`config.mk`:
```
export PLATFORM = sky130hd
export DESIGN_NAME = serial_read_engine
export DESIGN_NICKNAME = d
export VERILOG_FILES = /design/src/design/read_engine_pkg.sv /design/src/design/request_fifo.sv /design/src/design/serial_read_engine.sv
export SDC_FILE = /design/constraint.sdc
export NUM_CORES = 1
export LEC_CHECK = 0
export ABC_CLOCK_PERIOD_IN_PS = 7000
export BUFFER_PORTS_ARGS = -buffer_cell sky130_fd_sc_hd__buf_4
export CORE_UTILIZATION = 60
export DETAILED_ROUTE_END_ITERATION = 8
export GPL_ROUTABILITY_DRIVEN = 0
export GPL_TIMING_DRIVEN = 1
export PLACE_DENSITY = 0.78
export SYNTH_ARGS = -nofsm -noshare
export SYNTH_HDL_FRONTEND = slang
export SYNTH_SLANG_ARGS = --single-unit
```
`constraint.sdc`:
```
create_clock -name ap_clk -period 7 [get_ports ap_clk]
set_input_delay 0.35 -clock ap_clk [delete_from_list [all_inputs] [get_ports ap_clk]]
set_output_delay 0.35 -clock ap_clk [all_outputs]
set_load 0.01 [all_outputs]
```
`src/design/read_engine_pkg.sv`:
```
// Read engine cluster package
// Shared address type, engine states and default sizes for the
// serial read engines and their request arbiter

package read_engine_pkg;

    // ----------------------------------------
    // Address and offset type
    // ----------------------------------------
    parameter int ADDR_WIDTH = 32;

    typedef logic [ADDR_WIDTH-1:0] addr_t;

    // ----------------------------------------
    // Engine FSM states
    // ----------------------------------------
    // SETUP loads the offset counter, BUSY pushes offsets,
    // PAUSE waits on a nearly full request FIFO
    typedef enum logic [2:0] {
        IDLE,
        SETUP,
        BUSY,
        PAUSE,
        DONE
    } engine_state_t;

    // ----------------------------------------
    // Default cluster sizes
    // ----------------------------------------
    // Peer engines sharing one request port
    parameter int DEFAULT_NUM_ENGINES = 2;

    // Request FIFO slots per engine
    parameter int DEFAULT_FIFO_DEPTH = 16;

    // Request slots held by the memory side
    parameter int DEFAULT_NUM_CREDITS = 4;

endpackage : read_engine_pkg

```
`src/design/request_fifo.sv`:
```
// Request offset FIFO
// First-word-fall-through circular buffer of read offsets, with an
// almost-full flag raised when two or fewer slots remain

module request_fifo #(
    parameter int FIFO_DEPTH = read_engine_pkg::DEFAULT_FIFO_DEPTH
) (
    input  logic                   ap_clk,
    input  logic                   engine_areset,
    input  logic                   push,
    input  read_engine_pkg::addr_t push_offset,
    input  logic                   pop,
    output read_engine_pkg::addr_t head_offset,
    output logic                   not_empty,
    output logic                   almost_full
);
    import read_engine_pkg::*;

    localparam int PTR_WIDTH = (FIFO_DEPTH > 1) ? $clog2(FIFO_DEPTH) : 1;
    localparam int CNT_WIDTH = $clog2(FIFO_DEPTH + 1);
    localparam logic [PTR_WIDTH-1:0] LAST_SLOT = PTR_WIDTH'(FIFO_DEPTH - 1);

    addr_t                mem [FIFO_DEPTH];
    logic [PTR_WIDTH-1:0] wr_ptr;
    logic [PTR_WIDTH-1:0] rd_ptr;
    logic [CNT_WIDTH-1:0] count;
    logic                 full;
    logic                 wr_en;
    logic                 rd_en;

    // Almost-full needs a few slots to mean anything
    if (FIFO_DEPTH < 3) begin : g_depth_check
        $error("request_fifo: FIFO_DEPTH must be at least 3");
    end

    assign full        = (count == CNT_WIDTH'(FIFO_DEPTH));
    assign not_empty   = (count != '0);
    assign almost_full = (count >= CNT_WIDTH'(FIFO_DEPTH - 2));
    assign wr_en       = push && !full;
    assign rd_en       = pop && not_empty;

    // Head of queue is visible without a read cycle
    assign head_offset = mem[rd_ptr];

    always_ff @(posedge ap_clk) begin
        if (wr_en) begin
            mem[wr_ptr] <= push_offset;
        end
    end

    always_ff @(posedge ap_clk) begin
        if (engine_areset) begin
            wr_ptr <= '0;
            rd_ptr <= '0;
            count  <= '0;
        end else begin
            if (wr_en) begin
                wr_ptr <= (wr_ptr == LAST_SLOT) ? '0 : wr_ptr + 1'b1;
            end
            if (rd_en) begin
                rd_ptr <= (rd_ptr == LAST_SLOT) ? '0 : rd_ptr + 1'b1;
            end
            // Simultaneous push and pop leave the count alone
            case ({wr_en, rd_en})
                2'b10:   count <= count + 1'b1;
                2'b01:   count <= count - 1'b1;
                default: count <= count;
            endcase
        end
    end

endmodule : request_fifo

```
`src/design/serial_read_engine.sv`:
```
// Serial read engine
// Walks an offset range from start_read towards end_read by stride and
// queues one request offset per step in its own request FIFO. Pauses
// while the FIFO is nearly full and resumes without skipping offsets.

module serial_read_engine #(
    parameter int ENGINE_ID  = 0,
    parameter int FIFO_DEPTH = read_engine_pkg::DEFAULT_FIFO_DEPTH
) (
    input  logic                   ap_clk,
    input  logic                   engine_areset,
    input  logic                   cfg_valid,
    input  logic                   start,
    input  read_engine_pkg::addr_t start_read,
    input  read_engine_pkg::addr_t end_read,
    input  read_engine_pkg::addr_t stride,
    output logic                   ready,
    output logic                   done,
    input  logic                   pop,
    output logic                   not_empty,
    output read_engine_pkg::addr_t head_offset
);
    import read_engine_pkg::*;

    engine_state_t state;
    engine_state_t next_state;

    addr_t offset;
    addr_t end_q;
    addr_t stride_q;

    logic ready_q;
    logic done_q;
    logic range_left;
    logic push;
    logic fifo_almost_full;

    if (ENGINE_ID < 0) begin : g_id_check
        $error("serial_read_engine: ENGINE_ID must not be negative");
    end

    // ----------------------------------------
    // Offset stepping
    // ----------------------------------------
    assign range_left = (offset < end_q);

    // Never pushes into a nearly full FIFO, so it can never overflow
    assign push = (state == BUSY) && range_left && !fifo_almost_full;

    always_ff @(posedge ap_clk) begin
        if (state == SETUP) begin
            offset   <= start_read;
            end_q    <= end_read;
            stride_q <= stride;
        end else if (push) begin
            offset <= offset + stride_q;
        end
    end

    // ----------------------------------------
    // Engine FSM
    // ----------------------------------------
    always_comb begin
        next_state = state;
        case (state)
            IDLE: begin
                if (cfg_valid && start) begin
                    next_state = SETUP;
                end
            end
            SETUP: begin
                next_state = BUSY;
            end
            BUSY: begin
                // Finished only once every queued offset has left
                if (!range_left && !not_empty) begin
                    next_state = DONE;
                end else if (fifo_almost_full) begin
                    next_state = PAUSE;
                end
            end
            PAUSE: begin
                if (!fifo_almost_full) begin
                    next_state = BUSY;
                end
            end
            DONE: begin
                // Hold done until the host drops start
                if (!start) begin
                    next_state = IDLE;
                end
            end
            default: begin
                next_state = IDLE;
            end
        endcase
    end

    always_ff @(posedge ap_clk) begin
        if (engine_areset) begin
            state   <= IDLE;
            ready_q <= 1'b0;
            done_q  <= 1'b0;
        end else begin
            state   <= next_state;
            ready_q <= (next_state == IDLE);
            done_q  <= (next_state == DONE);
        end
    end

    assign ready = ready_q;
    assign done  = done_q;

    // ----------------------------------------
    // Request queue
    // ----------------------------------------
    request_fifo #(
        .FIFO_DEPTH(FIFO_DEPTH)
    ) u_request_fifo (
        .ap_clk       (ap_clk),
        .engine_areset(engine_areset),
        .push         (push),
        .push_offset  (offset),
        .pop          (pop),
        .head_offset  (head_offset),
        .not_empty    (not_empty),
        .almost_full  (fifo_almost_full)
    );

endmodule : serial_read_engine

```
; After elaboration in Yosys (flattened, before gate mapping)
; Memory sizes are Yosys's and may differ from the RTL's. A register that Yosys moved wholly into a read port is not among the register bits.
; Index checks and enable logic that the tools add are counted.
[op_classes]
addsub = 5
order_cmp = 2
n_eq_ne = 10
n_mux = 15
n_reduce_logical = 15
[op_table]
columns = op, n
row1 = two-way mux 32 bit, 2
row2 = adder 32 bit, 1
row3 = less-than comparator 32 bit, 1
row4 = two-way mux 4 bit, 4
row5 = two-way mux 3 bit, 5
row6 = case mux 3 bit (5 select lines), 1
row7 = case mux 5 bit (2 select lines), 1
row8 = "adder 4 x 1 -> 4 bit, second input constant", 2
row9 = "equality test 4 bit, second input constant", 2
row10 = "equality test 3 x 2 -> 1 bit, second input constant", 2
row11 = "equality test 3 bit, second input constant", 2
row12 = logical AND 1 bit, 6
row13 = logical NOT 3 bit, 2
row14 = "adder 5 x 1 -> 5 bit, second input constant", 1
row15 = "equality test 5 bit, second input constant", 1
row16 = "greater-or-equal comparator 5 x 4 -> 1 bit, second input constant", 1
row17 = nonzero test 5 bit, 1
row18 = "subtractor 5 x 1 -> 5 bit, second input constant", 1
row19 = logical NOT 1 bit, 4
row20 = nonzero test 2 bit, 2
row21 = "equality test 3 x 1 -> 1 bit, second input constant", 1
row22 = "equality test 2 x 1 -> 1 bit, second input constant", 1
row23 = "equality test 2 bit, second input constant", 1
row24 = two-way mux 1 bit, 2
[word_totals]
ff_bits = 114
ram_bits = 512
inputBits = 101
output_inout_bits = 35
word_cells = 57
memories = 1
[memory_table]
columns = name, depth, width, rd, rd_clocked_by_memory_dff, wr, line_no
row1 = u_request_fifo.mem, 16, 32, 1, 1, 1, request_fifo.sv:23  ; addr_t mem [FIFO_DEPTH];

; Depth between registers and ports, before layout
[depth]
depth_word = 6
mapped_depth = 21
ltp_nobuf = 20

; Hierarchy
; A second synthesis with hierarchy kept.
[hier_totals]
cells_unflattened = 1338
hier_area_um2 = 26206.4
[by_module_without_submodules]
columns = module, n_inst, cells_per_inst, area_each_um2, seq_area_each_um2
row1 = request_fifo, 1, 829, 20378.3, 15715.1
row2 = serial_read_engine, 1, 509, 5828.1, 2982.9

; Worst setup path before layout
; OpenSTA, ideal clock, no wires.
[synth_timing]
path_type = register to register
from = register offset[25]
to = memory u_request_fifo.mem[3][0] (netlist bit) (enable)
setup_ns = 0.501
t_arrival_ns = 5.355
t_required_ns = 6.499
setup_slack_ns = 1.143
path_stages_with_launch = 13
n_path_buf = 1
synth_period_minus_slack_ns = 5.857
path_cell_list = edfxtp_1 ha_1 a21o_1 a21o_1 a21o_1 a21oi_1 nor2b_1 o32ai_2 o21ai_2 nor2_2 inv_2 buf_2 nor4_1
[synth_via]
elab_chain_cells = 6
[synth_rtl]
columns = item, line_no
row1 = from (decl), serial_read_engine.sv:28  ; addr_t offset;
row2 = from (signal assigned), serial_read_engine.sv:52  ; offset <= start_read;
row3 = from (signal assigned), serial_read_engine.sv:56  ; offset <= offset + stride_q;
row4 = less-than comparator 32 bit, serial_read_engine.sv:45  ; assign range_left = (offset < end_q);
row5 = logical AND 1 bit (2 in series), serial_read_engine.sv:48  ; assign push = (state == BUSY) && range_left && !fifo_almost_full;
row6 = logical AND 1 bit, request_fifo.sv:39  ; assign wr_en = push && !full;
row7 = two-way mux 1 bit, request_fifo.sv:46  ; if (wr_en) begin
row8 = two-way mux 1 bit (not written as such), request_fifo.sv:47  ; mem[wr_ptr] <= push_offset;
row9 = to (decl), request_fifo.sv:23
; No other way between the ends.

; Worst setup path in the final report
[layout_timing]
from = register offset[13]
to = register u_request_fifo.count[4]
[layout_via]
elab_chain_cells = 6
word_cells_on_any_way = 8
classes_between = order compare: 1 / eq/ne: 2 / mux: 1 / reduce/logical: 4
[layout_rtl]
columns = item, line_no
row1 = less-than comparator 32 bit (*), serial_read_engine.sv:45
row2 = logical AND 1 bit (*) (2 in series), serial_read_engine.sv:48
row3 = logical AND 1 bit (*), request_fifo.sv:39
row4 = equality test 2 x 1 -> 1 bit / equality test 2 bit (equally long branches), request_fifo.sv:64  ; case ({wr_en, rd_en})
row5 = case mux 5 bit (2 select lines) / nonzero test 2 bit (equally long branches), n/a
row6 = to (signal assigned), request_fifo.sv:65  ; 2'b10: count <= count + 1'b1;
row7 = to (signal assigned), request_fifo.sv:66  ; 2'b01: count <= count - 1'b1;
row8 = to (signal assigned), request_fifo.sv:67  ; default: count <= count;
row9 = to (decl), request_fifo.sv:26  ; logic [CNT_WIDTH-1:0] count;
; Mark *: on every way between the ends. The rest lies on a longest branch, timed or not.
; A chain may end at the register's enable or synchronous reset.

==> impl_metrics.toml <==
[power_and_ir_drop]
p_leak_uw = 0.0101
switching_share_pct = 22.7
peakVddDrop_mv = 0.234
internal_power_uw = 6670
clockPowerShare_pct = 37.9
p_comb_share_pct = 11.1
powerDensity_nw_per_um2 = 285
power_uw = 8630
p_switching_uw = 1960
seq_power_share_pct = 51.0

[run_status]
status = "finished clean"

[placement]
post-dp-hpwl_mm = 31.7
portBuffers = 135
dpl.cell_count = 1981

[final_layout]
nets = 1742
drive_gt1_share_pct = 27.9
stdcell_count = 2154
layout_commonest_cell = "edfxtp_1"
fillers = 2390
layout_common_cells = "608 x edfxtp_1, 164 x buf_4, 160 x mux4_2"
diodes = 0
syn_to_final_growth_pct = 17.1

[routing]
ant_nets = 0
drt_pass1_iterations = 5
drtIter0Drc = 1429
wl_met2_mm = 31.3
drt-met1-wl_mm = 22.7
top_layer = "met4"
wl_met3_mm = 5.05
drc = 0
wl_mm = 60.8
wl_per_cell_um = 28.2
vias = 13900
vias_per_cell = 6.46

[clock_network]
cts_tree = "yes"
cts_setup_buffers = 0
cts_max_path_buffers = 3
cts_resized = 0
cts_sinks = 630
cts-htree-levels = 2
clkTransAtPathRegs_ns = 0.07
cts_hold_repair.buffers = 67
cts_buffers = 57
root_buffer = "clkbuf_16"
insertion_delay_ns = 0.62

[setup_path]
r2r_end = "u_request_fifo.count[4]"
path_cells = "ha_1, a21o_1, a21o_1, a21oi_1, nand2_1, a21oi_1, o21ai_2, nor2_2, inv_2, ha_1, inv_1, fa_1, inv_1, a21o_1, a21oi_1, xnor2_1, or3_1, a21oi_1"
setup.worst_path.end_class = "register"
critPathCapture = "u_request_fifo.count[4]"
crit_buf_inv = 3
worstRegToRegCells = 18
cp.required_ns = 7.55
critPathLaunch = "offset[13]"
start_kind = "register"
rrSetupSlack_ns = 2.53
max_stage_delay_ns = 0.76
reg2reg_from = "offset[13]"
path_max_fanout = 18
slowest_stage = "edfxtp_1"
crit_path_frequent_cell = "a21oi_1"
critPathKind = "reg -> reg"
cp_num_cells = 18
cp_top_family = "compound AO/OA/AOI/OAI gates"
cp.arrival_ns = 5.03

[die]
start_util_pct = 61.3
die_y_um = 210
dieArea_um2 = 43900
core_um2 = 42200
rows = 75
fp.dieW_um = 210
io-pin-count = 136

[sta]
skew_ns = 0.0217
finalSetupViolCount = 0
worst_pin_slew_ns = 1.16
rsz0062_at_grt = "no"
fmax_ghz = 0.223
hold_viol = 0
finalSetupTns_ns = 0
slew_viol_final = 0
post-route-period-util_pct = 63.9
slew_headroom_pct = 22.6
fin_crit_ns = 4.47

[global_route]
grt_pass1_wl_mm = 89.8
grt_max_degree = 73
grt-ovfl-total = 0
grt_use_total_pct = 28.4
grt_pass1_vias = 14600
antenna_found_initial = 0

[logic_synthesis]
seq_area_frac_synth_pct = 72.3
synthCells = 1329
synthArstFlopShare_pct = 0
syn_avg_cell_area_um2 = 19.5
synthesis.nets = 1503
synth_area_um2 = 25900
yosys_warnings = 0
ys_seq_elements = 630
synth-edff-count = 608
yosysUniqueCellTypes = 66
synth_ff_type = "edfxtp_1"

[flow_run]
max-cap-violations = 0

[min_path]
hold_class = "in -> reg"
==> worst reg2reg max path, cell delays in order, from the launching register on <==
cell and delay (ns):
edfxtp_1 0.76, ha_1 0.36, a21o_1 0.17, a21o_1 0.17, a21oi_1 0.37, nand2_1 0.11, a21oi_1 0.29, o21ai_2 0.21
nor2_2 0.22, inv_2 0.20, ha_1 0.31, inv_1 0.12, fa_1 0.22, inv_1 0.05, a21o_1 0.17, a21oi_1 0.17
xnor2_1 0.09, or3_1 0.30, a21oi_1 0.13
==> worst min path at each step <==
stage                                   end  depth (start not counted)                     start
floorplan                          end_q[0]                          0               end_read[0]
global placement                   register                          2  u_request_fifo.rd_ptr[3]
detailed placement  u_request_fifo.count[4]                          2   u_request_fifo.count[4]
CTS                               offset[3]                          3             start_read[3]
global route                      offset[6]                          2             start_read[6]
finish                            offset[6]                          2             start_read[6]
==> final cells by class <==
class	instances	area [um2]	share of cell area (%)
Sequential cell	630	18700	61.8
Inverter	52	196	0.649
Tap cell	539	674	2.23
Multi-Input combinational cell	596	6840	22.6
Clock inverter	42	503	1.66
Timing Repair Buffer	231	1900	6.28
Clock buffer	64	1450	4.80
==> logic make-up (layout without fill, tap and decap cells) <==
family | count (synthesis) | in the layout | share of synthesized area, %
flip-flops | 630 | 630 | 72.3
AO/OA/AOI/OAI | 168 | 168 | 4.30
multiplexers | 162 | 162 | 14.0
AND/OR/NAND/NOR | 160 | 160 | 3.15
buffers and inverters | 103 | 389 | 1.55
adder cells (fa/ha/maj) | 73 | 73 | 3.59
XOR/XNOR | 33 | 33 | 1.12
==> through the flow <==
| stage | hold slack [ns] | cell area [um2] | setup WS, ns | utilization (%) |
|---|---|---|---|---|
| floorplan | 0.449 | 25900 | 1.14 | - |
| global placement | 0.483 | 27700 | 2.80 | 65.5 |
| detailed placement | 0.495 | 27700 | 2.66 | 65.5 |
| CTS | 0.00780 | 30300 | 2.59 | 71.7 |
| global route | 0.0141 | 30300 | 2.30 | 71.7 |
| finish | 0.0297 | 30300 | 2.53 | 71.7 |
==> registers in the layout, summed over array words and instances (netlist names), named ones only <==
signal,flops
u_request_fifo.mem,512
u_request_fifo.rd_ptr,4
u_request_fifo.wr_ptr,4
offset,32
end_q,32
stride_q,32
done,1
ready,1
state,3
u_request_fifo.count,5
==> power by group through the flow <==
stage | clock network, uW | registers, uW | logic, uW
2_1_floorplan | 0 | 4380 | 711
3_3_place_gp | 0 | 4470 | 905
3_5_place_dp | 0 | 4480 | 921
4_1_cts | 3300 | 4400 | 964
5_1_grt | 3430 | 4420 | 1030
6_report | 3270 | 4400 | 957
==> layer usage <==
metal / vias up / track usage (%)
met5: - / 0
met4: 0 / 10.0
met2: 779 / 48.6
met3: 123 / 4.03
li1: 5922 / -
met1: 7097 / 37.7
==> cells in the mapped netlist, types with 9 or more instances <==
cell / count / area share, %
a21o_1: 24 / 0.70
a21oi_1: 58 / 1.1
buf_1: 11 / 0.16
clkbuf_1: 33 / 0.48
dfxtp_1: 22 / 1.7
edfxtp_1: 608 / 71
ha_1: 71 / 3.4
inv_1: 51 / 0.74
mux4_2: 160 / 14
nand2_1: 33 / 0.48
nand4_1: 9 / 0.22
nor2_1: 53 / 0.77
nor2b_1: 10 / 0.24
nor3_1: 9 / 0.17
nor4_1: 10 / 0.24
o21ai_0: 22 / 0.43
xnor2_1: 12 / 0.41
xor2_1: 21 / 0.71
Note: power is estimated with default switching activity, not from simulation.
